### config.mk
export PLATFORM = sky130hd
export DESIGN_NAME = cache_controller
export DESIGN_NICKNAME = d
export VERILOG_FILES = /design/src/source/cache_pkg.sv /design/src/source/cache_controller.sv
export SDC_FILE = /design/constraint.sdc
export NUM_CORES = 1
export LEC_CHECK = 0
export BUFFER_PORTS_ARGS = -buffer_cell sky130_fd_sc_hd__buf_4
export CAP_MARGIN = 20
export CORE_AREA = 2 2 321 323
export CTS_BUF_LIST = sky130_fd_sc_hd__clkbuf_8
export CTS_CLUSTER_DIAMETER = 120
export DETAILED_ROUTE_END_ITERATION = 8
export DIE_AREA = 0 0 323 325
export SYNTH_ARGS = -nofsm -noshare
export SYNTH_HDL_FRONTEND = slang
export SYNTH_SLANG_ARGS = --single-unit
### constraint.sdc
create_clock -name CLK -period 5.9 [get_ports CLK]
set_clock_uncertainty 0.15 [all_clocks]
set_input_delay 1.18 -clock CLK [delete_from_list [all_inputs] [get_ports CLK]]
set_output_delay 1.18 -clock CLK [all_outputs]
set_load 0.02 [all_outputs]
### src/source/cache_pkg.sv
package cache_pkg;

    // geometry
    localparam WORD_SIZE    = 32;
    localparam BLOCK_SIZE   = 2;
    localparam ASSOC        = 2;
    localparam CACHE_SIZE   = 1024;
    localparam N_SETS       = CACHE_SIZE / (ASSOC * BLOCK_SIZE * (WORD_SIZE / 8));
    localparam N_SET_BITS   = $clog2(N_SETS);
    localparam N_BLOCK_BITS = $clog2(BLOCK_SIZE);
    localparam N_TAG_BITS   = WORD_SIZE - N_SET_BITS - N_BLOCK_BITS - 2;

    // everything from here up bypasses the cache
    localparam logic [WORD_SIZE-1:0] NONCACHE_START_ADDR = 32'h8000_0000;

    typedef logic [WORD_SIZE-1:0] word_t;
    typedef word_t [BLOCK_SIZE-1:0] block_t;
    typedef logic way_t;

    typedef struct packed {
        logic [N_TAG_BITS-1:0]   tag;
        logic [N_SET_BITS-1:0]   set_idx;
        logic [N_BLOCK_BITS-1:0] block_off;
        logic [1:0]              byte_off;
    } cache_addr_t;

    typedef struct packed {
        logic                  valid;
        logic                  dirty;
        logic [N_TAG_BITS-1:0] tag;
        block_t                data;
    } cache_frame_t;

    typedef struct packed {
        cache_frame_t [ASSOC-1:0] frames;
    } cache_set_t;

    // finish sits above set and way so the walk reads as one count
    typedef struct packed {
        logic                  finish;
        logic [N_SET_BITS-1:0] set_num;
        way_t                  way_num;
    } flush_idx_t;

    typedef struct packed {
        logic       ren;
        logic       wen;
        word_t      addr;
        word_t      wdata;
        logic [3:0] byte_en;
    } cpu_req_t;

    typedef struct packed {
        logic  busy;
        word_t rdata;
    } cpu_rsp_t;

    typedef struct packed {
        logic       ren;
        logic       wen;
        word_t      addr;
        block_t     wdata;
        logic [3:0] byte_en;
    } mem_req_t;

    typedef struct packed {
        logic   dwait;
        block_t rdata;
    } mem_rsp_t;

    typedef enum logic [2:0] {
        IDLE, HIT, FETCH, WB, FLUSH_CACHE
    } cache_state_t;

endpackage

### src/source/cache_controller.sv
`timescale 1ns/10ps

module cache_controller (
    input  logic                             CLK,
    input  logic                             nRST,
    input  cache_pkg::cpu_req_t              cpu_req,
    output cache_pkg::cpu_rsp_t              cpu_rsp,
    output cache_pkg::mem_req_t              mem_req,
    input  cache_pkg::mem_rsp_t              mem_rsp,
    input  logic                             flush,
    output logic                             flush_done,
    output logic                             cache_hit,
    output logic                             cache_miss,
    input  cache_pkg::cache_set_t            set_rdata,
    input  logic                             hit,
    input  cache_pkg::way_t                  hit_way,
    input  cache_pkg::way_t                  victim_way,
    input  logic                             pass_through,
    output logic [cache_pkg::N_SET_BITS-1:0] arr_sel,
    output logic                             arr_wen,
    output cache_pkg::cache_set_t            arr_wdata,
    output cache_pkg::cache_set_t            arr_wmask,
    output logic                             touch,
    output cache_pkg::way_t                  touch_way,
    output logic                             cnt_clear,
    output logic                             cnt_advance,
    input  cache_pkg::flush_idx_t            flush_idx
);

    cache_pkg::cache_state_t state, next_state;
    logic                    flush_req;
    logic                    flush_pend;
    logic                    req_valid;
    logic                    last_frame;
    cache_pkg::cache_addr_t  req_addr;
    cache_pkg::cache_addr_t  fill_addr;
    cache_pkg::cache_addr_t  wb_addr;
    cache_pkg::cache_addr_t  flush_addr;
    cache_pkg::cache_frame_t victim;
    cache_pkg::cache_frame_t flush_frame;

    // byte enables widened to a bit mask
    function automatic cache_pkg::word_t byte_mask(input logic [3:0] be);
        cache_pkg::word_t m;
        for (int i = 0; i < 4; i++) begin
            m[8*i +: 8] = {8{be[i]}};
        end
        return m;
    endfunction

    assign req_addr    = cpu_req.addr;
    assign req_valid   = cpu_req.ren || cpu_req.wen;
    assign flush_pend  = flush || flush_req;
    assign victim      = set_rdata.frames[victim_way];
    assign flush_frame = set_rdata.frames[flush_idx.way_num];
    assign last_frame  = int'(flush_idx.set_num) == cache_pkg::N_SETS - 1 &&
                         int'(flush_idx.way_num) == cache_pkg::ASSOC - 1;

    // walk states index the array by the counter
    assign arr_sel = (state == cache_pkg::IDLE || state == cache_pkg::FLUSH_CACHE)
                     ? flush_idx.set_num : req_addr.set_idx;

    // block aligned addresses for fill, eviction and flush
    always_comb begin
        fill_addr          = '0;
        fill_addr.tag      = req_addr.tag;
        fill_addr.set_idx  = req_addr.set_idx;
        wb_addr            = fill_addr;
        wb_addr.tag        = victim.tag;
        flush_addr         = '0;
        flush_addr.tag     = flush_frame.tag;
        flush_addr.set_idx = flush_idx.set_num;
    end

    always_ff @(posedge CLK, negedge nRST) begin
        if (!nRST) begin
            state     <= cache_pkg::IDLE;
            flush_req <= 1'b0;
        end else begin
            state <= next_state;
            if (flush) begin
                flush_req <= 1'b1;
            end else if (flush_done) begin
                flush_req <= 1'b0;
            end
        end
    end

    always_comb begin
        next_state    = state;
        cpu_rsp.busy  = 1'b1;
        cpu_rsp.rdata = '0;
        mem_req       = '0;
        arr_wen       = 1'b0;
        arr_wdata     = '0;
        arr_wmask     = '1;
        touch         = 1'b0;
        touch_way     = hit_way;
        cnt_clear     = 1'b0;
        cnt_advance   = 1'b0;
        flush_done    = 1'b0;
        cache_hit     = 1'b0;
        cache_miss    = 1'b0;

        case (state)
            cache_pkg::IDLE: begin
                // zero one frame per cycle after reset
                arr_wen = 1'b1;
                arr_wmask.frames[flush_idx.way_num] = '0;
                cnt_advance = 1'b1;
                if (last_frame) begin
                    cnt_clear  = 1'b1;
                    next_state = cache_pkg::HIT;
                end
            end
            cache_pkg::HIT: begin
                if (flush_pend) begin
                    next_state = cache_pkg::FLUSH_CACHE;
                end else if (cpu_req.ren && hit) begin
                    cpu_rsp.busy  = 1'b0;
                    cpu_rsp.rdata = set_rdata.frames[hit_way].data[req_addr.block_off];
                    touch         = 1'b1;
                    cache_hit     = 1'b1;
                end else if (cpu_req.wen && hit) begin
                    cpu_rsp.busy = 1'b0;
                    arr_wen      = 1'b1;
                    arr_wdata.frames[hit_way].data[req_addr.block_off] = cpu_req.wdata;
                    arr_wdata.frames[hit_way].dirty = 1'b1;
                    arr_wmask.frames[hit_way].data[req_addr.block_off] =
                        ~byte_mask(cpu_req.byte_en);
                    arr_wmask.frames[hit_way].dirty = 1'b0;
                    touch     = 1'b1;
                    cache_hit = 1'b1;
                end else if (pass_through && req_valid) begin
                    // single word straight to memory, lane 0
                    mem_req.ren      = cpu_req.ren;
                    mem_req.wen      = cpu_req.wen;
                    mem_req.addr     = cpu_req.addr;
                    mem_req.wdata[0] = cpu_req.wdata & byte_mask(cpu_req.byte_en);
                    mem_req.byte_en  = cpu_req.byte_en;
                    cpu_rsp.busy     = mem_rsp.dwait;
                    cpu_rsp.rdata    = mem_rsp.rdata[0];
                end else if (req_valid) begin
                    next_state = (victim.valid && victim.dirty) ? cache_pkg::WB
                                                                : cache_pkg::FETCH;
                end
            end
            cache_pkg::WB: begin
                mem_req.wen     = 1'b1;
                mem_req.addr    = wb_addr;
                mem_req.wdata   = victim.data;
                mem_req.byte_en = '1;
                if (!mem_rsp.dwait) begin
                    next_state = cache_pkg::FETCH;
                end
            end
            cache_pkg::FETCH: begin
                mem_req.ren     = 1'b1;
                mem_req.addr    = fill_addr;
                mem_req.byte_en = '1;
                if (!mem_rsp.dwait) begin
                    // fill the victim way, the request then hits
                    arr_wen = 1'b1;
                    arr_wmask.frames[victim_way]       = '0;
                    arr_wdata.frames[victim_way].valid = 1'b1;
                    arr_wdata.frames[victim_way].dirty = cpu_req.wen;
                    arr_wdata.frames[victim_way].tag   = req_addr.tag;
                    arr_wdata.frames[victim_way].data  = mem_rsp.rdata;
                    cache_miss = 1'b1;
                    next_state = cache_pkg::HIT;
                end
            end
            cache_pkg::FLUSH_CACHE: begin
                if (flush_idx.finish) begin
                    flush_done = 1'b1;
                    cnt_clear  = 1'b1;
                    next_state = cache_pkg::HIT;
                end else if (flush_frame.valid && flush_frame.dirty) begin
                    mem_req.wen     = 1'b1;
                    mem_req.addr    = flush_addr;
                    mem_req.wdata   = flush_frame.data;
                    mem_req.byte_en = '1;
                    if (!mem_rsp.dwait) begin
                        arr_wen     = 1'b1;
                        arr_wmask.frames[flush_idx.way_num] = '0;
                        cnt_advance = 1'b1;
                    end
                end else begin
                    // clean or invalid frame, just zero it
                    arr_wen     = 1'b1;
                    arr_wmask.frames[flush_idx.way_num] = '0;
                    cnt_advance = 1'b1;
                end
            end
            default: begin
                next_state = cache_pkg::IDLE;
            end
        endcase
    end

endmodule

Word level (Yosys, flattened, before mapping)
Index checks and enable logic that the tools add are counted.

operators by class
  $lt $le $gt $ge = 8
  muxes and demuxes = 96
  bitwise gates (word level) = 7
  reductions and logical operators = 17
  equality and inequality tests = 13

operator list
  kind                 count
  $mux W178            11
  $bwmux W178          5
  $demux W89 S1        8
  $pmux W178 S4        1
  $mux W89             7
  $not A178 Y178       3
  $pmux W178 S2        1
  $mux W64             4
  $mux W101            2
  $and A178 B178 Y178  1
  $or A178 B178 Y178   1
  $mux W88             2
  $mux W36             4
  $mux W34             4
  $mux W33             4
  $mux W32             4
  $pmux W32 S4         1
  $pmux W32 S3         1
  $mux W87             1
  $pmux W32 S2         1
  $and A32 B32 Y32     1
  $demux W32 S1        1
  $not A32 Y32         1
  $mux W3              9
  21 further kinds     63

word-level totals
  register bits after elaboration = 4
  input port bits = 328
  output and inout port bits = 505

Depth between registers and ports, before layout
  word-level depth = 13
  mapped depth = 7

Worst setup path after synthesis
Ideal clock, no wire load.

  kind = input to output
  from = in flush_idx[0] in the netlist's numbering
  to = out arr_wmask[154] in the netlist's numbering
  path slack = 1.345 ns
  required time = 4.570 ns
  stages = 6
  arrival = 3.225 ns
  path through = clkbuf_1 > nand3b_1 > a21boi_0 > o32ai_1 > nand2_1 > buf_4

RTL lines
  element             RTL line                source
  start: declaration  cache_controller.sv:27  input cache_pkg::flush_idx_t flush_idx
  end: declaration    cache_controller.sv:22  output cache_pkg::cache_set_t arr_wmask,

==> reports/qor.yml <==
routing:
  drt-total-wl_mm: 84.0
  wl_met1_mm: 36.7
  vias: 11100
  dr.pass1.iters: 5
  ant_nets: 0
  wl_met2_mm: 37.6
  drcViolationCount: 0
  drtIter0Drc: 734
  via_per_inst: 3.77
  wl_per_cell_um: 28.6
  highest_layer: "met5"
  wl_met3_mm: 7.52
synth:
  ys_seq_elements: 4
  synthCells: 947
  yosysTopAreaCell: "a22o_1"
  synth.most_common_cell: "a22o_1"
  synth_edf_count: 0
  async_flop_share: 1.00
  syn-num-nets: 1275
  synth_area_leaders: "a22o_1, buf_4, mux2i_1"
  seq_area_frac_synth: 0.0134
  yosysUniqueCellTypes: 51
  synth_common_cells: "a22o_1, buf_4, mux2i_1, and2_1, nor2_1"
  synth_top_area_frac: 0.232
  yosys_warnings: 0
  synth_ff_type: "dfrtp_1"
  syn_area_sq_mm: 0.00750
  syn_area_per_cell_sq_um: 7.92
worst_setup_path:
  rrSetupSlack_ns: 3.66
  reg2reg_to: "state[0]$_DFFE_PN0P_"
  worstSetupPathType: "primary input to primary output"
  rr_startpoint: "state[0]$_DFFE_PN0P_"
  end_kind: "primary output"
  worstSetupStartpointType: "primary input"
  crit_arrival_ns: 3.85
  path_max_fanout: 24
  crit_required_ns: 4.57
  r2r_cells: 5
die:
  num_rows: 117
  initial_core_util: 0.0740
  die_w_um: 323
  pin_count: 833
  coreArea_sq_mm: 0.101
  dieArea_sq_mm: 0.105
  die_h_um: 325
power:
  swShare: 0.590
  p_sw_mw: 1.53
  p_leak_nw: 6.86
  pwr_density_cell_mw_per_mm2: 182
  seqPwrFrac: 0.021
  p_int_mw: 1.07
  p_clk_frac: 0.024
  peakVddDrop_v: 0.000183
  p_comb_frac: 0.955
  finalPower_mw: 2.60
status:
  status: "finished, final reports clean"
clock_tree:
  cts_resized: 0
  cts_sinks: 4
  root_buffer: "clkbuf_8"
  cts_max_level: 1
  cts_max_path_buffers: 2
  clk_pin_slew_ns: 0.03
  holdBufCountCts: 0
  cts_tree: "built"
  post_cts_buffers: 0
  clkLatencyLatePin_ns: 0.23
  cts_inserted_buffers: 3
global_route:
  antenna_found_initial: 34
  first_global_vias: 10700
  grt-ovfl-total: 0
  grt_usage: 0.149
  grt_pass1_wl_mm: 105
  grt_max_degree: 90
placement:
  placedInstanceArea_sq_mm: 0.0142
  dp_hpwl_mm: 70.3
  port_buffers: 832
  gp_congestion: 0.817
  dp.cells: 2920
finish:
  fin_nets: 1886
  final_area_sq_mm: 0.0143
  drive_gt1_frac: 0.619
  synthToLayoutAreaGrowth_pct: 90.5
  fin_cells: 2934
  fillers: 11800
sta:
  rsz0062_at_grt: "false"
  hold_violations: 0
  tightest_slew_ns: 0.814
  drv_slew: 0
  fmax_mhz: 193
  relSlewSlack: 0.455
  fin_crit_ns: 5.18
  setup_tns_ns: 0
  setup_violations: 0
  min_period_over_period: 0.878
worst_hold_path:
  min-delay-start: "flush_req$_DFFE_PN0P_"
  holdPathEnd: "flush_req$_DFFE_PN0P_"
  hold_path_depth: 2
  min_path_type: "flip-flop to flip-flop"
run:
  cap_violations: 0
==> power groups by stage <==
| stage | Combinational, mW | Sequential [mW] | Clock [mW] |
|---|---|---|---|
| floorplan | 1.78 | 0.0384 | 0 |
| global placement | 2.49 | 0.0548 | 0 |
| detailed placement | 2.50 | 0.0554 | 0 |
| CTS | 2.51 | 0.0551 | 0.0631 |
| global route | 2.61 | 0.0573 | 0.0643 |
| finish | 2.48 | 0.0555 | 0.0622 |
==> layout by cell type (no fill, tap or decap), types with 9 or more instances in the layout <==
cell type	Yosys	routed
a221o_1	23	23
buf_4	160	860
mux4_2	32	32
a22o_1	199	199
o221ai_1	9	9
o21ai_0	10	10
or2_2	9	9
a21oi_1	36	36
nand3_1	10	10
nand2_1	22	21
and2_1	54	54
mux2i_1	110	110
nor2_1	54	54
diode_2	0	9
a31o_2	24	24
o22ai_1	26	24
==> critical path, stage by stage <==
cell and delay (ns):
buf_4 0.36, nand3b_1 0.30, a21boi_0 0.23, o32ai_1 0.71, nand2_1 0.66, buf_4 0.37
==> layout make-up <==
class | instances | area, sq um | area share
clock inverter | 1 | 3.75 | 0.000263
tap | 1368 | 1710 | 0.120
clock buffer | 3 | 41.3 | 0.00289
multi-input combinational | 675 | 5770 | 0.404
antenna | 9 | 22.5 | 0.00158
timing repair buffer | 868 | 6600 | 0.462
sequential | 4 | 101 | 0.00710
inverter | 6 | 22.5 | 0.00158
==> how the worst max path moves through the flow <==
| stage | from | to | slack, ns |
|---|---|---|---|
| 2_1_floorplan | flush_idx[0] | arr_wmask[154] | 1.35 |
| 6_report | flush_idx[0] | arr_wmask[167] | 0.72 |
| 3_3_place_gp | flush_idx[0] | arr_wmask[163] | 0.92 |
| 3_5_place_dp | flush_idx[0] | arr_wmask[167] | 0.73 |
| 4_1_cts | flush_idx[0] | arr_wmask[153] | 0.73 |
| 5_1_grt | flush_idx[0] | arr_wmask[153] | 0.49 |
==> through the flow <==
step                      setup WS, ns  utilization  hold WS (ns)
after floorplan                   1.35            -         0.375
after global routing             0.493        0.141         0.467
after detailed placement         0.733        0.140         0.437
after global placement           0.919        0.140         0.430
final                            0.721        0.141         0.456
after CTS                        0.730        0.141         0.450
==> cells by family after synthesis <==
group	share of synthesized area
AOI/OAI and AO/OA	0.376
and+or+nand+nor	0.134
muxes	0.252
buffers and inverters	0.225
DFF	0.0134
==> flip-flops by register name, indices dropped and copies added, names as in the netlist <==
name,count
state,3
flush_req,1
==> per-layer routing <==
metal / GRT usage / vias to the layer above
met2: 0.239 / 717
met5: 0 / -
met4: 0.0306 / 18
met3: 0.0448 / 110
met1: 0.196 / 5460
li1: - / 4752
Power figures use the tool's default switching activity.
