<file path="src/source/cache_pkg.sv">
package cache_pkg;

    // geometry
    localparam WORD_SIZE    = 32;
    localparam BLOCK_SIZE   = 2;
    localparam ASSOC        = 2;
    localparam CACHE_SIZE   = 1024;
    localparam N_SETS       = CACHE_SIZE / (ASSOC * BLOCK_SIZE * (WORD_SIZE / 8));
    localparam N_SET_BITS   = $clog2(N_SETS);
    localparam N_BLOCK_BITS = $clog2(BLOCK_SIZE);
    localparam N_TAG_BITS   = WORD_SIZE - N_SET_BITS - N_BLOCK_BITS - 2;

    // everything from here up bypasses the cache
    localparam logic [WORD_SIZE-1:0] NONCACHE_START_ADDR = 32'h8000_0000;

    typedef logic [WORD_SIZE-1:0] word_t;
    typedef word_t [BLOCK_SIZE-1:0] block_t;
    typedef logic way_t;

    typedef struct packed {
        logic [N_TAG_BITS-1:0]   tag;
        logic [N_SET_BITS-1:0]   set_idx;
        logic [N_BLOCK_BITS-1:0] block_off;
        logic [1:0]              byte_off;
    } cache_addr_t;

    typedef struct packed {
        logic                  valid;
        logic                  dirty;
        logic [N_TAG_BITS-1:0] tag;
        block_t                data;
    } cache_frame_t;

    typedef struct packed {
        cache_frame_t [ASSOC-1:0] frames;
    } cache_set_t;

    // finish sits above set and way so the walk reads as one count
    typedef struct packed {
        logic                  finish;
        logic [N_SET_BITS-1:0] set_num;
        way_t                  way_num;
    } flush_idx_t;

    typedef struct packed {
        logic       ren;
        logic       wen;
        word_t      addr;
        word_t      wdata;
        logic [3:0] byte_en;
    } cpu_req_t;

    typedef struct packed {
        logic  busy;
        word_t rdata;
    } cpu_rsp_t;

    typedef struct packed {
        logic       ren;
        logic       wen;
        word_t      addr;
        block_t     wdata;
        logic [3:0] byte_en;
    } mem_req_t;

    typedef struct packed {
        logic   dwait;
        block_t rdata;
    } mem_rsp_t;

    typedef enum logic [2:0] {
        IDLE, HIT, FETCH, WB, FLUSH_CACHE
    } cache_state_t;

endpackage

</file>
<file path="src/source/cache_flush_counter.sv">
`timescale 1ns/10ps

module cache_flush_counter (
    input  logic                  CLK,
    input  logic                  nRST,
    input  logic                  clear,
    input  logic                  advance,
    output cache_pkg::flush_idx_t flush_idx
);

    cache_pkg::flush_idx_t next_idx;
    logic                  last_way;
    logic                  last_set;

    assign last_way = int'(flush_idx.way_num) == cache_pkg::ASSOC - 1;
    assign last_set = int'(flush_idx.set_num) == cache_pkg::N_SETS - 1;

    // way first, then set; finish once the last frame is passed
    always_comb begin
        next_idx = flush_idx;
        if (clear) begin
            next_idx = '0;
        end else if (advance && !flush_idx.finish) begin
            if (last_way) begin
                next_idx.way_num = '0;
                if (last_set) begin
                    next_idx.set_num = '0;
                    next_idx.finish  = 1'b1;
                end else begin
                    next_idx.set_num = flush_idx.set_num + 1'b1;
                end
            end else begin
                next_idx.way_num = flush_idx.way_num + 1'b1;
            end
        end
    end

    always_ff @(posedge CLK, negedge nRST) begin
        if (!nRST) begin
            flush_idx <= '0;
        end else begin
            flush_idx <= next_idx;
        end
    end

endmodule

</file>
<file path="config.mk">
export PLATFORM = sky130hd
export DESIGN_NAME = cache_flush_counter
export DESIGN_NICKNAME = d
export VERILOG_FILES = /design/src/source/cache_pkg.sv /design/src/source/cache_flush_counter.sv
export SDC_FILE = /design/constraint.sdc
export NUM_CORES = 1
export LEC_CHECK = 0
export ABC_AREA = 1
export BUFFER_PORTS_ARGS = -buffer_cell sky130_fd_sc_hd__buf_2
export CAP_MARGIN = 15
export CORE_AREA = 4 4 41 43
export CTS_BUF_LIST = sky130_fd_sc_hd__clkbuf_16
export DETAILED_ROUTE_END_ITERATION = 16
export DIE_AREA = 0 0 45 47
export PLACE_DENSITY = 0.56
export SLEW_MARGIN = 30
export SYNTH_ARGS = -nofsm -noshare
export SYNTH_HDL_FRONTEND = slang
export SYNTH_SLANG_ARGS = --single-unit
</file>
<file path="constraint.sdc">
create_clock -name CLK -period 1 [get_ports CLK]
set_input_delay 0.05 -clock CLK [delete_from_list [all_inputs] [get_ports CLK]]
set_output_delay 0.05 -clock CLK [all_outputs]
set_load 0.05 [all_outputs]
</file>
# Word level (Yosys, flattened, before mapping)
# Index checks and enable logic that the tools add are counted.
# totals
register_bits,8
inputBits,4
output_inout_bits,8
# classes
addsub,2
eq_ne,1
muxes,6
n_reduce_logical,7
# ops
cell,n
$mux W8,2
$mux W7,1
$add A6 B1 Y6 const B,1
$eq A6 B1 Y1 const B,1
$mux W6,1
$reduce_bool A2 Y1,3
$reduce_and A3 Y1,1
$mux W1,2
$reduce_and A2 Y1,1
$add A1 B1 Y1 const B,1
$logic_and A1 B1 Y1,1
$logic_not A1 Y1,1

# Logic depth before layout (Yosys ltp)
# Gate-level depths: netlist (run 1).
# logic_depth
ltp_word,5
mapped_depth,8

# Worst setup path before layout (run 1)
# Ideal clock, no wire load.
# synth_path
path_type,register -> register
startpoint,register flush_idx[1] (netlist bit)
endpoint,register flush_idx[7] (netlist bit)
setup_time_ps,120
t_arrival_ps,1398
setup_slack_ps,-517
stages_incl_launch_ff,7
path_cell_list,dfrtp_1 ha_1 nand3_2 o21bai_4 nand2_2 nand2_1 nand2_1
# synth_via
elab_chain_cells,3
# synth_rtl
item,line,rtl
start: declaration,cache_flush_counter.sv:8,output cache_pkg::flush_idx_t flush_idx
start signal: assignment,cache_flush_counter.sv:42,flush_idx <= next_idx;
$eq A6 B1 Y1,cache_flush_counter.sv:16,assign last_set = int'(flush_idx.set_num) == cache_pkg::N_SETS - 1;
$reduce_bool A2 Y1 (no source line),-,
$reduce_and A3 Y1 (no source line),-,
# No other way between the ends.
# A chain may end at the register's enable or synchronous reset.

# Worst setup path in the final report (run 1)
# layout_path
startpoint,register flush_idx[1] (netlist bit)
endpoint,register flush_idx[2] (netlist bit)
# layout_via
elab_chain_cells,5
# layout_rtl
item,line,rtl
$add A6 B1 Y6 or $eq A6 B1 Y1 (tied branches),"cache_flush_counter.sv:30, cache_flush_counter.sv:16",
$mux W6 *,cache_flush_counter.sv:26,if (last_set) begin
$mux W7 *,cache_flush_counter.sv:24,if (last_way) begin
$mux W8 *,cache_flush_counter.sv:23,end else if (advance && !flush_idx.finish) begin
$mux W8 *,cache_flush_counter.sv:21,if (clear) begin
# Every way passes the cells marked *; elsewhere a longest branch is shown, timed or not. The select of a mux whose other input is x is not followed.

==> results_dict.tcl, run 1 <==
set metrics [dict create \
    status "finished with violations" \
    fmax_ghz 0.8784 \
    synth_cell_type_count 16 \
    multi_input_area_um2 231.5 \
    finalClockSkew_ns 0.003001 \
    syn_nets 65 \
    slew_headroom_pct 83.27 \
    final-setup-viol-count 8 \
    critPathSlowestCell "dfrtp_2" \
    rr_startpoint "flush_idx[1]" \
    area_growth_pct 61.19 \
    grt.total_usage_pct 12.57 \
    final_critical_path_setup_slack_ns -0.1384 \
    maxSlewViolCount 0 \
    boundaryPins 12 \
    cp_top_family "flip-flops" \
    cts_tree "done" \
    syn_area_per_cell_um2 7.737 \
    hold_viol 0 \
    cts_num_sinks 8 \
    die-area_um2 2115 \
    ys_ff_latch 8 \
    p_leak_nw 0.3929 \
    crit_chain "ha_4 -> nand3_4 -> o21bai_4 -> buf_4 -> o21ai_1" \
    hold_class "in -> reg" \
    fp.coreArea_um2 1301 \
    post-route-period-util_pct 113.8 \
    cp_num_buf_inv 1 \
    rows 13 \
    die_w_um 45 \
    violations "setup timing" \
    ir_drop_uv 1008 \
    nFillCells 110 \
    place_hpwl_um 783.3 \
    ys_warn_count 0 \
    seq_area_frac_synth_pct 43.13 \
    final_cells 99 \
    cts_made_buffers 3 \
    ant_nets 0 \
    fin_crit_ns 1.138 \
    wl_per_cell_um 10.76 \
    crit_path_start "flush_idx[1]" \
    place_inst 92 \
    grt_overflow_total 0 \
    cellPowerDensity_nw_per_um2 1934 \
    cts.clk_slew.worst_paths_ns 0.04 \
    vias 445 \
    start_util_pct 35.67 \
    crit_type "reg -> reg" \
    drv_cap 0 \
    drive_gt1_share_pct 46.43 \
    rsz0062_at_grt "yes" \
    via_per_inst 4.495 \
    antenna_found_initial 0 \
    syn_area_um2 464.2 \
    slowest_delay_ns 0.42 \
    io_buffers 11 \
    num_antenna_cells 0 \
    htreeDepth 1 \
    grt_max_degree 9 \
    clockBufferDepth 2 \
    place_congestion 0.8501 \
    cp.arrival_ns 1.29 \
    clockRootBuffer "clkbuf_16" \
    grt_pass1_vias 413 \
    crit_required_ns 1.15 \
    die_h_um 47 \
    register_area_um2 209.0 \
    worst_setup_path_start_kind "register" \
    routed_wl_um 1065 \
    drc 0 \
    endpoint_kind "register" \
    grt_pass1_wl_um 1787 \
    worst_hold_startpoint "advance" \
    first_pass_iters 4 \
    worstMarginPinSlew_ns 0.2528 \
    dp_slack_ns -0.1006 \
    layout_common_cells "nand2_1 (18), inv_1 (10), buf_4 (8)" \
    netlist_instances 60 \
    final_common_cell "nand2_1" \
    drt_iter0_markers 6 \
    worstPathMaxFanout 3 \
    num-nets-final 90 \
    clk_latency_ns 0.23 \
]
## per-stage QoR
stage	instance area, um2	total power, W	TNS, ns	hold slack, ns	util (%)
floorplan	493.0	0.0005993	-1.549	-0.2456	-
global placement	608.1	0.0007058	-0.3634	-0.09129	46.73
detailed placement	608.1	0.0007095	-0.3984	-0.09233	46.73
CTS	715.7	0.001440	-0.5050	0.1099	55.00
global route	748.2	0.001526	-1.259	0.1265	57.50
finish	748.2	0.001447	-0.6977	0.1005	57.50
## worst reg2reg max path, stage by stage, from the launching register on
cell      delay [ns]
dfrtp_2         0.42
ha_4            0.18
nand3_4         0.10
o21bai_4        0.08
buf_4           0.14
o21ai_1         0.13
## cells by family after synthesis
family | count (synthesis) | share of synthesized area, %
buffers and inverters | 12 | 12.13
flip-flops | 8 | 43.13
AND/OR/NAND/NOR | 32 | 31.53
AO/OA/AOI/OAI | 7 | 10.51
adder cells (fa/ha/maj) | 1 | 2.695
## what timing repair did
action                     in CTS  in global routing
setup buffers                   0                  2
hold buffers                    1                  0
pin swaps                       0                  3
gates cloned                    0                  0
hold endpoints to repair        8                  0
setup endpoints to repair      10                 11
gates resized for setup         6                  5
## cells in the mapped netlist
cell	n	share of area, %
inv_1	9	7.3
buf_6	1	2.4
nor2_1	4	3.2
nand3_2	2	4.3
inv_2	1	0.81
o21bai_4	1	4.0
or2_1	1	1.3
buf_4	1	1.6
a21oi_1	2	2.2
dfrtp_1	8	43
ha_1	1	2.7
o21ai_0	1	1.1
o21ai_1	3	3.2
nand2_2	2	2.7
nand2_1	18	15
nand3_1	5	5.4
## state kept, by name, summed over array words and instances (netlist names)
signal     cells
last_way       1
flush_idx      7
## power breakdown
part,switching (W),internal (W)
combinational,0.000206,0.000158
clock,0.000170,0.000522
sequential,0.0000328,0.000359
## final timing paths
check / end / slack, ns / depth (start not counted)
max: flush_idx[2] / -0.14 / 5
min: last_way / 0.10 / 3
max reg2reg: flush_idx[2] / -0.14 / 5
min reg2reg: flush_idx[6] / 0.54 / 2
max in group asynchronous: flush_idx[2] / 0.62 / 2
min in group asynchronous: flush_idx[4] / 0.19 / 2
## routing by layer
layer,vias to the layer above,global-route usage (%),share of wire [%]
met2,10,20.34,53
met3,4,3.448,4.6
met5,-,0,0
met1,200,13.69,40
met4,0,10.53,2.0
li1,231,-,-
## final cells by class
class	count	share of cell area, %
inverters	10	5.017
multi-input cells	40	30.94
well taps	15	2.508
flip-flops and latches	8	27.93
clock inverters	1	0.5017
clock buffers	3	10.03
repair buffers	22	23.08
Power figures use the tool's default switching activity.
==> inputs of run 2 (changes only) <==
--- a/config.mk
+++ b/config.mk
@@ -8,11 +8,13 @@
 export ABC_AREA = 1
 export BUFFER_PORTS_ARGS = -buffer_cell sky130_fd_sc_hd__buf_2
 export CAP_MARGIN = 15
-export CORE_AREA = 4 4 41 43
+export CELL_PAD_IN_SITES_DETAIL_PLACEMENT = 0
+export CELL_PAD_IN_SITES_GLOBAL_PLACEMENT = 1
+export CORE_MARGIN = 4
+export CORE_UTILIZATION = 31
 export CTS_BUF_LIST = sky130_fd_sc_hd__clkbuf_16
 export DETAILED_ROUTE_END_ITERATION = 16
-export DIE_AREA = 0 0 45 47
-export PLACE_DENSITY = 0.56
+export PLACE_DENSITY = 0.67
 export SLEW_MARGIN = 30
 export SYNTH_ARGS = -nofsm -noshare
 export SYNTH_HDL_FRONTEND = slang
==> results_dict.tcl, run 2 (synthesized netlist as in run 1, its figures left out) <==
set metrics [dict create \
    status "finished with violations" \
    violations "setup timing" \
    grt_overflow_total 0 \
    die-area_um2 2180 \
    routed_wl_um 1100 \
    grt_pass1_vias 443 \
    num_antenna_cells 0 \
    ant_nets 0 \
    cellPowerDensity_nw_per_um2 1906 \
    drv_cap 0 \
    place_congestion 0.8059 \
    clockBufferDepth 2 \
    die_w_um 46.70 \
    fp.coreArea_um2 1350 \
    cp.arrival_ns 1.07 \
    top_register "flush_idx" \
    maxSlewViolCount 0 \
    final_critical_path_setup_slack_ns -0.1174 \
    rsz0062_at_grt "yes" \
    min_delay_path_depth 3 \
    nFillCells 127 \
    final-setup-viol-count 9 \
    grt_pass1_wl_um 1794 \
    cts.clk_slew.worst_paths_ns 0.04 \
    hold_viol 0 \
    fin_crit_ns 1.117 \
    area_growth_pct 63.88 \
    cts_tree "done" \
    wl_per_cell_um 11.00 \
    register_area_um2 209.0 \
    worstPathMaxFanout 3 \
    drive_gt1_share_pct 47.06 \
    crit_type "reg -> out" \
    multi_input_area_um2 237.7 \
    antenna_found_initial 0 \
    drt_iter0_markers 4 \
    first_pass_iters 3 \
    grt_max_degree 9 \
    worst_setup_path_start_kind "register" \
    die_h_um 46.70 \
    drc 0 \
    layout_common_cells "nand2_1 (18), inv_1 (10), buf_4 (10)" \
    final_area_um2 760.7 \
    finalClockSkew_ns 0.001724 \
    io_buffers 11 \
    p_leak_nw 0.3973 \
    num-nets-final 91 \
    worstMarginPinSlew_ns 0.2549 \
    place_hpwl_um 842.6 \
    endpoint_kind "primary output" \
    place_inst 94 \
    slew_headroom_pct 83.12 \
    cts_num_sinks 8 \
    largest_reg_flops 7 \
    start_util_pct 34.38 \
    final_util_pct 56.35 \
    r2r.worst_path.cells 6 \
    via_per_inst 4.410 \
    crit_required_ns 0.95 \
    hold_class "in -> reg" \
    p_total_w 0.001450 \
    boundaryPins 12 \
    post-route-period-util_pct 111.7 \
    clockRootBuffer "clkbuf_16" \
    clk_latency_ns 0.23 \
    final_common_cell "nand2_1" \
    htreeDepth 1 \
    vias 441 \
    fmax_ghz 0.8949 \
    rows 13 \
    ir_drop_uv 831.6 \
    post_dp_cell_area_um2 623.1 \
    final_cells 100 \
    cts_made_buffers 3 \
    grt.total_usage_pct 11.85 \
]
## run 2: cell types whose count changed in the layout (fill, tap and decap cells not counted), sizes merged
cell  delta
buf      +1
## run 2: power by group
part           switching (W)  internal [W]  leakage, nW
clock network       0.000154      0.000521       0.0423
logic               0.000211      0.000171        0.259
registers          0.0000344      0.000359       0.0965
total               0.000399       0.00105        0.397
## run 2: path summary, 6_finish.rpt
path,start,to,slack (ns)
min in group asynchronous,nRST,last_way,0.20
max in group asynchronous,nRST,flush_idx[4],0.61
hold / removal,advance,last_way,0.11
setup / recovery,flush_idx[1],flush_idx[1],-0.12
setup reg to reg,flush_idx[1],flush_idx[6],-0.11
hold reg to reg,flush_idx[6],flush_idx[6],0.57
## run 2: cell type report
type                    instances  area share, %
clock inverters                 1         0.4934
inverters                      10          4.934
repair buffers                 23          23.52
multi-input cells              40          31.25
well taps                      15          2.467
clock buffers                   3          9.868
flip-flops and latches          8          27.47
## run 2: repair_timing
| action | CTS | global route |
|---|---|---|
| buffers inserted | 0 | 1 |
| hold buffers | 1 | 0 |
| setup endpoints to repair | 11 | 11 |
| gates resized for setup | 7 | 5 |
| pin swaps | 1 | 0 |
| hold endpoints to repair | 8 | 0 |
| cloned | 0 | 0 |
## run 2: worst max-delay path, cell delays in order, from the launching register on
cell     delay [ns]
dfrtp_2        0.43
buf_4          0.14
buf_4          0.13
buf_6          0.14
## run 2: through the flow
stage          hold WS, ns  setup TNS [ns]  setup slack [ns]
2_1_floorplan      -0.2456          -1.549           -0.2647
3_3_place_gp      -0.09168         -0.3607          -0.08771
3_5_place_dp      -0.08904         -0.4510           -0.1012
4_1_cts             0.1029         -0.6190           -0.1224
5_1_grt             0.1440          -1.180           -0.1995
6_report            0.1098         -0.6800           -0.1174
## run 2: routing by layer
metal | wire [um] | part of all wire, % | GRT usage [%]
met2 | 552 | 50 | 20.05
met3 | 64 | 5.8 | 2.344
met4 | 0 | 0 | 4.972
met1 | 483 | 44 | 14.42
met5 | 0 | 0 | 0
