$ cat src/source/cache_pkg.sv
package cache_pkg;

    // geometry
    localparam WORD_SIZE    = 32;
    localparam BLOCK_SIZE   = 2;
    localparam ASSOC        = 2;
    localparam CACHE_SIZE   = 1024;
    localparam N_SETS       = CACHE_SIZE / (ASSOC * BLOCK_SIZE * (WORD_SIZE / 8));
    localparam N_SET_BITS   = $clog2(N_SETS);
    localparam N_BLOCK_BITS = $clog2(BLOCK_SIZE);
    localparam N_TAG_BITS   = WORD_SIZE - N_SET_BITS - N_BLOCK_BITS - 2;

    // everything from here up bypasses the cache
    localparam logic [WORD_SIZE-1:0] NONCACHE_START_ADDR = 32'h8000_0000;

    typedef logic [WORD_SIZE-1:0] word_t;
    typedef word_t [BLOCK_SIZE-1:0] block_t;
    typedef logic way_t;

    typedef struct packed {
        logic [N_TAG_BITS-1:0]   tag;
        logic [N_SET_BITS-1:0]   set_idx;
        logic [N_BLOCK_BITS-1:0] block_off;
        logic [1:0]              byte_off;
    } cache_addr_t;

    typedef struct packed {
        logic                  valid;
        logic                  dirty;
        logic [N_TAG_BITS-1:0] tag;
        block_t                data;
    } cache_frame_t;

    typedef struct packed {
        cache_frame_t [ASSOC-1:0] frames;
    } cache_set_t;

    // finish sits above set and way so the walk reads as one count
    typedef struct packed {
        logic                  finish;
        logic [N_SET_BITS-1:0] set_num;
        way_t                  way_num;
    } flush_idx_t;

    typedef struct packed {
        logic       ren;
        logic       wen;
        word_t      addr;
        word_t      wdata;
        logic [3:0] byte_en;
    } cpu_req_t;

    typedef struct packed {
        logic  busy;
        word_t rdata;
    } cpu_rsp_t;

    typedef struct packed {
        logic       ren;
        logic       wen;
        word_t      addr;
        block_t     wdata;
        logic [3:0] byte_en;
    } mem_req_t;

    typedef struct packed {
        logic   dwait;
        block_t rdata;
    } mem_rsp_t;

    typedef enum logic [2:0] {
        IDLE, HIT, FETCH, WB, FLUSH_CACHE
    } cache_state_t;

endpackage

$ cat src/source/cache_lookup.sv
`timescale 1ns/10ps

module cache_lookup (
    input  logic                   CLK,
    input  logic                   nRST,
    input  cache_pkg::cache_addr_t addr,
    input  cache_pkg::cache_set_t  set_rdata,
    input  logic                   touch,
    input  cache_pkg::way_t        touch_way,
    output logic                   hit,
    output cache_pkg::way_t        hit_way,
    output cache_pkg::way_t        victim_way,
    output logic                   pass_through
);

    // last used way per set
    logic [cache_pkg::N_SETS-1:0] last_used;
    cache_pkg::word_t             flat_addr;

    assign flat_addr    = addr;
    assign pass_through = flat_addr >= cache_pkg::NONCACHE_START_ADDR;

    // tag compare over both ways
    always_comb begin
        hit     = 1'b0;
        hit_way = '0;
        if (!pass_through) begin
            for (int i = 0; i < cache_pkg::ASSOC; i++) begin
                if (set_rdata.frames[i].valid &&
                    set_rdata.frames[i].tag == addr.tag) begin
                    hit     = 1'b1;
                    hit_way = cache_pkg::way_t'(i);
                end
            end
        end
    end

    // replace whichever way was not touched last
    assign victim_way = ~last_used[addr.set_idx];

    always_ff @(posedge CLK, negedge nRST) begin
        if (!nRST) begin
            last_used <= '0;
        end else if (touch) begin
            last_used[addr.set_idx] <= touch_way;
        end
    end

endmodule

$ cat config.mk
export PLATFORM = sky130hd
export DESIGN_NAME = cache_lookup
export DESIGN_NICKNAME = d
export VERILOG_FILES = /design/src/source/cache_pkg.sv /design/src/source/cache_lookup.sv
export SDC_FILE = /design/constraint.sdc
export NUM_CORES = 1
export LEC_CHECK = 0
export BUFFER_PORTS_ARGS = -buffer_cell sky130_fd_sc_hd__buf_2
export CORE_ASPECT_RATIO = 0.8
export CORE_MARGIN = 2
export CORE_UTILIZATION = 45
export DETAILED_ROUTE_END_ITERATION = 12
export GPL_ROUTABILITY_DRIVEN = 0
export PLACE_DENSITY = 0.82
export SYNTH_ARGS = -nofsm -noshare
export SYNTH_HDL_FRONTEND = slang
export SYNTH_SLANG_ARGS = --single-unit
$ cat constraint.sdc
create_clock -name CLK -period 1.95 [get_ports CLK]
set_input_delay 0.2925 -clock CLK [delete_from_list [all_inputs] [get_ports CLK]]
set_output_delay 0.2925 -clock CLK [all_outputs]
set_load 0.01 [all_outputs]
== After elaboration in Yosys (flattened, before gate mapping) ==
Index checks and enable logic that the tools add are counted.

* Register bits after elaboration: 64
* Word-level logic and storage cells: 20

* Bitwise logic cells: 1
* Magnitude comparators: 3
* Reduce and logical (&&, ||, !) cells: 3
* Mux-type cells: 10
* Equal/unequal tests: 2

{| class="wikitable"
|+ Operator list
! kind !! number
|-
| bitwise mux 64 bit || 1
|-
| equality test 23 bit || 2
|-
| greater-or-equal comparator 32 bit, second input constant || 1
|-
| less-than comparator 6 x 7 -> 1 bit, second input constant || 1
|-
| 2-to-1 mux 1 bit || 7
|-
| binary-select mux 1 bit (select 6 bit) || 1
|-
| demux 1 bit (select 6 bit) || 1
|-
| greater-or-equal comparator 6 x 1 -> 1 bit, second input constant || 1
|-
| logical AND 1 bit || 3
|-
| inverter 1 bit || 1
|}

== Longest topological paths before layout ==
Gate-level depths: netlist (run 1).

* Depth after elaboration: 5
* Mapped depth: 7
* Depth with buffers taken out: 5

== Worst setup path before layout (run 1) ==
No wires, ideal clock.

* Path type: input-to-output
* From: input addr[4] in the netlist's numbering
* To: output victim_way
* Required time: 1.657 ns
* Data arrival time: 1.486 ns
* Cell stages on the path: 6
* Buffers on the path: 1
* Path slack: 0.172 ns
* Cells stage by stage: buf_6 nor2b_1 mux4_2 a311oi_1 o211ai_1 nand4b_1

* Longest elaborated chain between the ends: 3

{| class="wikitable"
|+ Ends and longest elaborated chain
! what !! line !! RTL
|-
| start, declared || cache_lookup.sv:6 || <nowiki>input cache_pkg::cache_addr_t addr,</nowiki>
|-
| binary-select mux 1 bit (select 6 bit) || cache_lookup.sv:39 || <nowiki>assign victim_way = ~last_used[addr.set_idx];</nowiki>
|-
| 2-to-1 mux 1 bit (implied by the code) || cache_lookup.sv:39 ||
|-
| inverter 1 bit || cache_lookup.sv:39 ||
|-
| end, declared || cache_lookup.sv:12 || <nowiki>output cache_pkg::way_t victim_way,</nowiki>
|}

No other way between the ends. The select of a mux whose other input is x is not followed.

== Worst setup path in the final report (run 1) ==
* From: register last_used[41] in the netlist's numbering
* To: output victim_way

* Longest elaborated chain between the ends: 3

{| class="wikitable"
|+ Ends and longest elaborated chain
! what !! line !! RTL
|-
| start, declared || cache_lookup.sv:17 || <nowiki>logic [cache_pkg::N_SETS-1:0] last_used;</nowiki>
|-
| start signal, assigned by index || cache_lookup.sv:45 || <nowiki>last_used[addr.set_idx] <= touch_way;</nowiki>
|-
| binary-select mux 1 bit (select 6 bit) || cache_lookup.sv:39 ||
|-
| 2-to-1 mux 1 bit (implied by the code) || cache_lookup.sv:39 ||
|-
| inverter 1 bit || cache_lookup.sv:39 ||
|}

No other way between the ends. The select of a mux whose other input is x is not followed.

==> results_dict.tcl, run 1 <==
set metrics [dict create \
    reg2reg_slack_ps 1150 \
    synth-main-ff-cell "dfrtp_1" \
    grt_pass1_wl_um 17100 \
    synth_xor_area_frac 0.101 \
    crit_start "last_used[41]" \
    htreeDepth 3 \
    mostFrequentLayoutCells "buf_2 (83), mux2_2 (65), dfrtp_1 (64), nor2_1 (43), nand2_1 (39)" \
    syn_area_um2 3890 \
    stdcell_area_um2 4910 \
    wl_per_cell_um 18.6 \
    synth_compound_area_frac 0.0276 \
    grt_pass1_vias 3340 \
    reg_top3 "last_used (64)" \
    dp.cells 567 \
    fin_cells 589 \
    finalCriticalPeriod_ps 2230 \
    cts_buffers 9 \
    worstSetupPathType "flip-flop to primary output" \
    status "finished, violations left" \
    power.total_mw 3.64 \
    cap_violations 0 \
    relSlewSlack 0.634 \
    cts_setup_buffers 0 \
    ys_seq_area_frac 0.411 \
    ys_types 41 \
    holdCritPathClass "input pin to async pin" \
    yosys.area_share.simple 0.155 \
    async_reset_ff_frac 1.00 \
    crit_required_ps 1660 \
    final_core_util 0.581 \
    crit_path_end "victim_way" \
    fin_setup_tns_ps -278 \
    hold_viol 0 \
    grt_overflow 0 \
    timing.final.ws_setup_ps -278 \
    synthesis.nets 571 \
    port_buffers 84 \
    path_buf_inv 1 \
    endpoint_kind "primary output" \
    power.switching_uw 947 \
    slew_viol_final 0 \
    yosysWarnings 0 \
    crit_chain "nor2_1, mux4_2, a311oi_2, o211ai_1, nand4b_1, buf_2" \
    rr_worst_depth 1 \
    viasPerCell 5.50 \
    cp_slowest_cell "mux4_2" \
    yosys.area_share.adder 0 \
    via_count 3239 \
    fill_cells 698 \
    nets 681 \
    antenna_left 0 \
    cp_top_family "multiplexers" \
    syn_inst 357 \
    arrival_ps 1940 \
    p_per_area_nw_per_um2 741 \
    cts_buffer_depth 2 \
    drive_gt1_frac 0.466 \
    crit_cells 6 \
    tightest_slew_ps 549 \
    synth-edff-count 0 \
    clock_sinks 64 \
    worstSetupStartpointType "flip-flop" \
    finClkSkew_ps 0 \
    grt_max_degree 65 \
    fp.dieH_um 87.2 \
    power_frac_clock 0.364 \
    dieWidth_um 108 \
    p_sw_frac 0.260 \
    leakagePower_nw 2.28 \
    critPathMaxFanout 2 \
    combinationalPowerShare 0.199 \
    start_util 0.461 \
    grt_use_total 0.245 \
    area_growth_syn_to_layout_pct 26.1 \
    fin_crit_sh 1.14 \
    clkTransAtPathRegs_ps 70 \
    remaining_drc_errors 0 \
    cts_root_buffer "clkbuf_8" \
    place_hpwl_um 8300 \
    core-area_um2 8450 \
    clock.fmax_mhz 449 \
    internal-power_mw 2.69 \
    antenna_found_initial 5 \
    dr.pass1.iters 4 \
    wl_um 10900 \
    dieArea_um2 9410 \
    vdd_drop_max_uv 351 \
    final_common_cell "buf_2" \
    pwr-share-seq 0.437 \
    cts_tree "built" \
    setup_viol 1 \
    synth_top_family_by_area "multiplexers" \
    violations "setup timing" \
    rsz0062_at_grt "true" \
    synth.area.mux_share 0.280 \
    pin_count 218 \
    dpl_cell_area_um2 4630 \
    first_iter_violations 157 \
    rows 30 \
    largest_reg_flops 64 \
    largest_register "last_used" \
    max_stage_delay_ps 490 \
    clock_latency_ps 350 \
    r2r-end "last_used[58]" \
    synth-seq-cells 64 \
    r2r-start "last_used[58]" \
    avgSynthCellArea_um2 10.9 \
]
## through the flow
stage                     hold slack, ps  worst slack, ps
after global placement               278             -261
after detailed placement             285             -298
final                                443             -278
after global routing                 483             -363
after CTS                            447             -291
after floorplan                    -3.09              172
## timing repair
item / CTS / global route
setup endpoints to repair: 1 / 2
hold endpoints to repair: 20 / 0
hold buffers: 1 / 0
gates cloned: 0 / 0
resized for setup: 4 / 1
## cell type report
class                           instances  area (µm²)  share of cell area
Antenna cell                            5        12.5             0.00255
Multi-Input combinational cell        272        2210               0.451
Tap cell                              112         140              0.0286
Timing Repair Buffer                  120         708               0.144
Clock buffer                           12         155              0.0316
Sequential cell                        64        1600               0.326
Clock inverter                          4        76.3              0.0156
## cells by family (layout without fill, tap and decap cells)
| group | count (synthesis) | count (layout) |
|---|---|---|
| flip-flops | 64 | 64 |
| AO/OA/AOI/OAI | 14 | 14 |
| buffers and inverters | 21 | 136 |
| XOR/XNOR | 45 | 45 |
| other | 0 | 5 |
| multiplexers | 87 | 87 |
| AND/OR/NAND/NOR | 126 | 126 |
## how the worst min path moves through the flow
stage / endpoint / cells past startpoint / slack [ps]
global placement: last_used[63] / 1 / 280
CTS: last_used[63] / 2 / 450
global route: last_used[58] / 2 / 480
floorplan: last_used[0] / 0 / -3
finish: last_used[58] / 2 / 440
detailed placement: last_used[58] / 1 / 280
## per-layer routing
| layer | vias up | share of wire | GRT usage |
|---|---|---|---|
| li1 | 1485 | - | - |
| met1 | 1586 | 0.40 | 0.311 |
| met2 | 132 | 0.49 | 0.387 |
| met3 | 36 | 0.055 | 0.0434 |
| met4 | 0 | 0.055 | 0.157 |
| met5 | - | 0 | 0 |
## synthesized netlist by cell type, drive strengths merged (4+ instances only)
cell | number | area share
nor3 | 5 | 0.0090
nand4 | 5 | 0.0080
mux2 | 65 | 0.19
or2 | 4 | 0.0064
nand2 | 39 | 0.038
nor4 | 8 | 0.013
mux2i | 11 | 0.028
xor2 | 30 | 0.068
mux4 | 11 | 0.064
clkbuf | 12 | 0.012
xnor2 | 15 | 0.034
nor2 | 43 | 0.041
dfrtp | 64 | 0.41
buf | 9 | 0.013
## power groups by stage
stage | sequential [mW] | clock [mW] | combinational [mW]
floorplan | 1.58 | 0 | 0.442
global placement | 1.60 | 0 | 0.680
detailed placement | 1.61 | 0 | 0.709
CTS | 1.59 | 1.34 | 0.720
global route | 1.61 | 1.39 | 0.783
finish | 1.59 | 1.32 | 0.724
No activity file was read; power rests on OpenSTA's default activity.
==> run 2, diff against run 1 <==
- ABC_AREA: default -> 1
- CORE_UTILIZATION: 45 -> 46
==> results_dict.tcl, run 2 <==
set metrics [dict create \
    pre_cts_ws_ps 207 \
    setup_viol 0 \
    wl_per_cell_um 13.7 \
    rr_worst_depth 2 \
    relSlewSlack 0.610 \
    arrival_ps 1530 \
    hold_viol 0 \
    cts_root_buffer "clkbuf_16" \
    place_hpwl_um 8020 \
    power_frac_clock 0.415 \
    regArea_um2 1600 \
    rows 31 \
    yosysMostFrequentCell "nand2_1" \
    pin_count 218 \
    r2r-start "last_used[47]" \
    tightest_slew_ps 583 \
    combinationalPowerShare 0.206 \
    syn_inst 624 \
    synth.top_cell.area_share 0.380 \
    start_util 0.470 \
    slew_viol_final 0 \
    endpoint_kind "primary output" \
    vdd_drop_max_uv 707 \
    ys_seq_area_frac 0.380 \
    whs_path_depth 3 \
    fill_cells 827 \
    worstSetupStartpointType "flip-flop" \
    grt_pass1_wl_um 18200 \
    stdcell_area_um2 5160 \
    multi_input_area_um2 2120 \
    crit_required_ps 1660 \
    p_per_area_nw_per_um2 882 \
    clock_sinks 64 \
    synth-edff-count 0 \
    crit_chain "inv_1, nand2_1, nand2_1, nand2_1, nand2_1, nand2_1, nand2_1, nand2_1, nand2_1, nor2_1, nand2_1, buf_2" \
    largest_reg_flops 64 \
    timing.final.ws_setup_ps 123 \
    first_iter_violations 309 \
    yosysTopAreaCell "dfrtp_1" \
    core-area_um2 8960 \
    grt_max_degree 65 \
    yosysWarnings 0 \
    fin_setup_tns_ps 0 \
    cts_tree "built" \
    grt_overflow 0 \
    diodes 0 \
    cp_common_cell "nand2_1" \
    remaining_drc_errors 0 \
    synth_area_leaders "dfrtp_1 (38%), nand2_1 (17%), a31oi_1 (7.1%), a21oi_1 (6.9%), inv_1 (6.9%)" \
    cap_violations 0 \
    dpl_cell_area_um2 4800 \
    mostFrequentLayoutCells "nand2_1 (194), buf_2 (84), inv_1 (77), dfrtp_1 (64), a21oi_1 (58)" \
    power.switching_mw 1.27 \
    fin_crit_sh 0.937 \
    clkTransAtPathRegs_ps 50 \
    antenna_left 0 \
    nets 924 \
    min_to "last_used[9]" \
    internal-power_mw 3.29 \
    viasPerCell 5.30 \
    dr.pass1.iters 5 \
    wl_um 11400 \
    port_buffers 84 \
    synth_commonest_cells "nand2_1 (194), inv_1 (77), dfrtp_1 (64)" \
    final_common_cell "nand2_1" \
    synth-seq-cells 64 \
    grt_use_total 0.228 \
    fp.dieH_um 89.6 \
    leakagePower_nw 2.68 \
    htreeDepth 3 \
    whs_ps 282 \
    cts_buffers 9 \
    clock_latency_ps 340 \
    synth-main-ff-cell "dfrtp_1" \
    clock.fmax_mhz 547 \
    critPathMaxFanout 2 \
    dieWidth_um 111 \
    antenna_found_initial 0 \
    p_sw_frac 0.279 \
    syn_area_um2 4210 \
    area_growth_syn_to_layout_pct 22.6 \
    synthesis.nets 838 \
    async_reset_ff_frac 1.00 \
    ys_types 22 \
    drive_gt1_frac 0.190 \
    rsz0062_at_grt "false" \
    reg_top3 "last_used (64)" \
    finClkSkew_ps 0 \
    cp_slowest_cell "dfrtp_1" \
    cts_buffer_depth 2 \
    holdCritPathClass "input pin to flip-flop" \
    finalCriticalPeriod_ps 1830 \
    avgSynthCellArea_um2 6.75 \
    dieArea_um2 9940 \
    largest_register "last_used" \
    max_stage_delay_ps 390 \
    grt_pass1_vias 3905 \
    worstSetupPathType "flip-flop to primary output" \
    r2r-end "last_used[47]" \
    pwr-share-seq 0.379 \
    cts_resized 0 \
    via_count 4397 \
    status "completed" \
    holdCritStartpoint "touch_way" \
    final_core_util 0.576 \
    reg2reg_slack_ps 1170 \
]
## run 2: through the flow
| step | total power, mW | cells |
|---|---|---|
| floorplan | 2.34 | 624 |
| global placement | 2.61 | 813 |
| detailed placement | 2.66 | 813 |
| CTS | 4.57 | 830 |
| global route | 4.80 | 830 |
| finish | 4.56 | 830 |
## run 2: how the worst max path moves through the flow
stage | depth (start not counted) | endpoint | startpoint | slack [ps]
finish | 12 | victim_way | last_used[63] | 120
global route | 12 | victim_way | last_used[52] | 30
CTS | 12 | victim_way | last_used[63] | 130
detailed placement | 14 | victim_way | addr[3] | 210
global placement | 10 | victim_way | addr[5] | 210
floorplan | 12 | victim_way | addr[3] | 460
## run 2: critical path: cells and delay by family, from the launching register on
kind	cells	cell delay, ps
AND/OR/NAND/NOR	10	620
flip-flops	1	390
buffers and inverters	2	200
## run 2: metal layers
metal  up-vias  part of all wire  track usage
li1       2185                 -            -
met1      2021              0.44        0.305
met2       180              0.47        0.367
met3        11             0.080       0.0658
met4         0            0.0080       0.0659
met5         -                 0            0
## run 2: cells by family after synthesis
logic type,synth area share
AOI/OAI and AO/OA,0.185
xor gates and xnor gates,0.0208
buffers and inverters,0.116
DFF,0.380
and+or+nand+nor,0.298
## run 2: timing repair
| item | CTS | global route |
|---|---|---|
| hold buffers | 1 | 0 |
| hold endpoints to repair | 64 | 0 |
| setup buffers | 0 | 0 |
## run 2: power groups by stage
stage / logic [mW] / registers, mW / clock network (mW)
floorplan: 0.634 / 1.71 / 0
global placement: 0.880 / 1.73 / 0
detailed placement: 0.920 / 1.74 / 0
CTS: 0.935 / 1.72 / 1.91
global route: 1.07 / 1.76 / 1.97
finish: 0.937 / 1.73 / 1.89
## run 2: area by class of cell
class | count | area share
clock inverters | 5 | 0.0199
repair buffers | 106 | 0.124
inverters | 81 | 0.0589
well taps | 115 | 0.0279
multi-input cells | 448 | 0.411
clock buffers | 11 | 0.0489
flip-flops and latches | 64 | 0.310
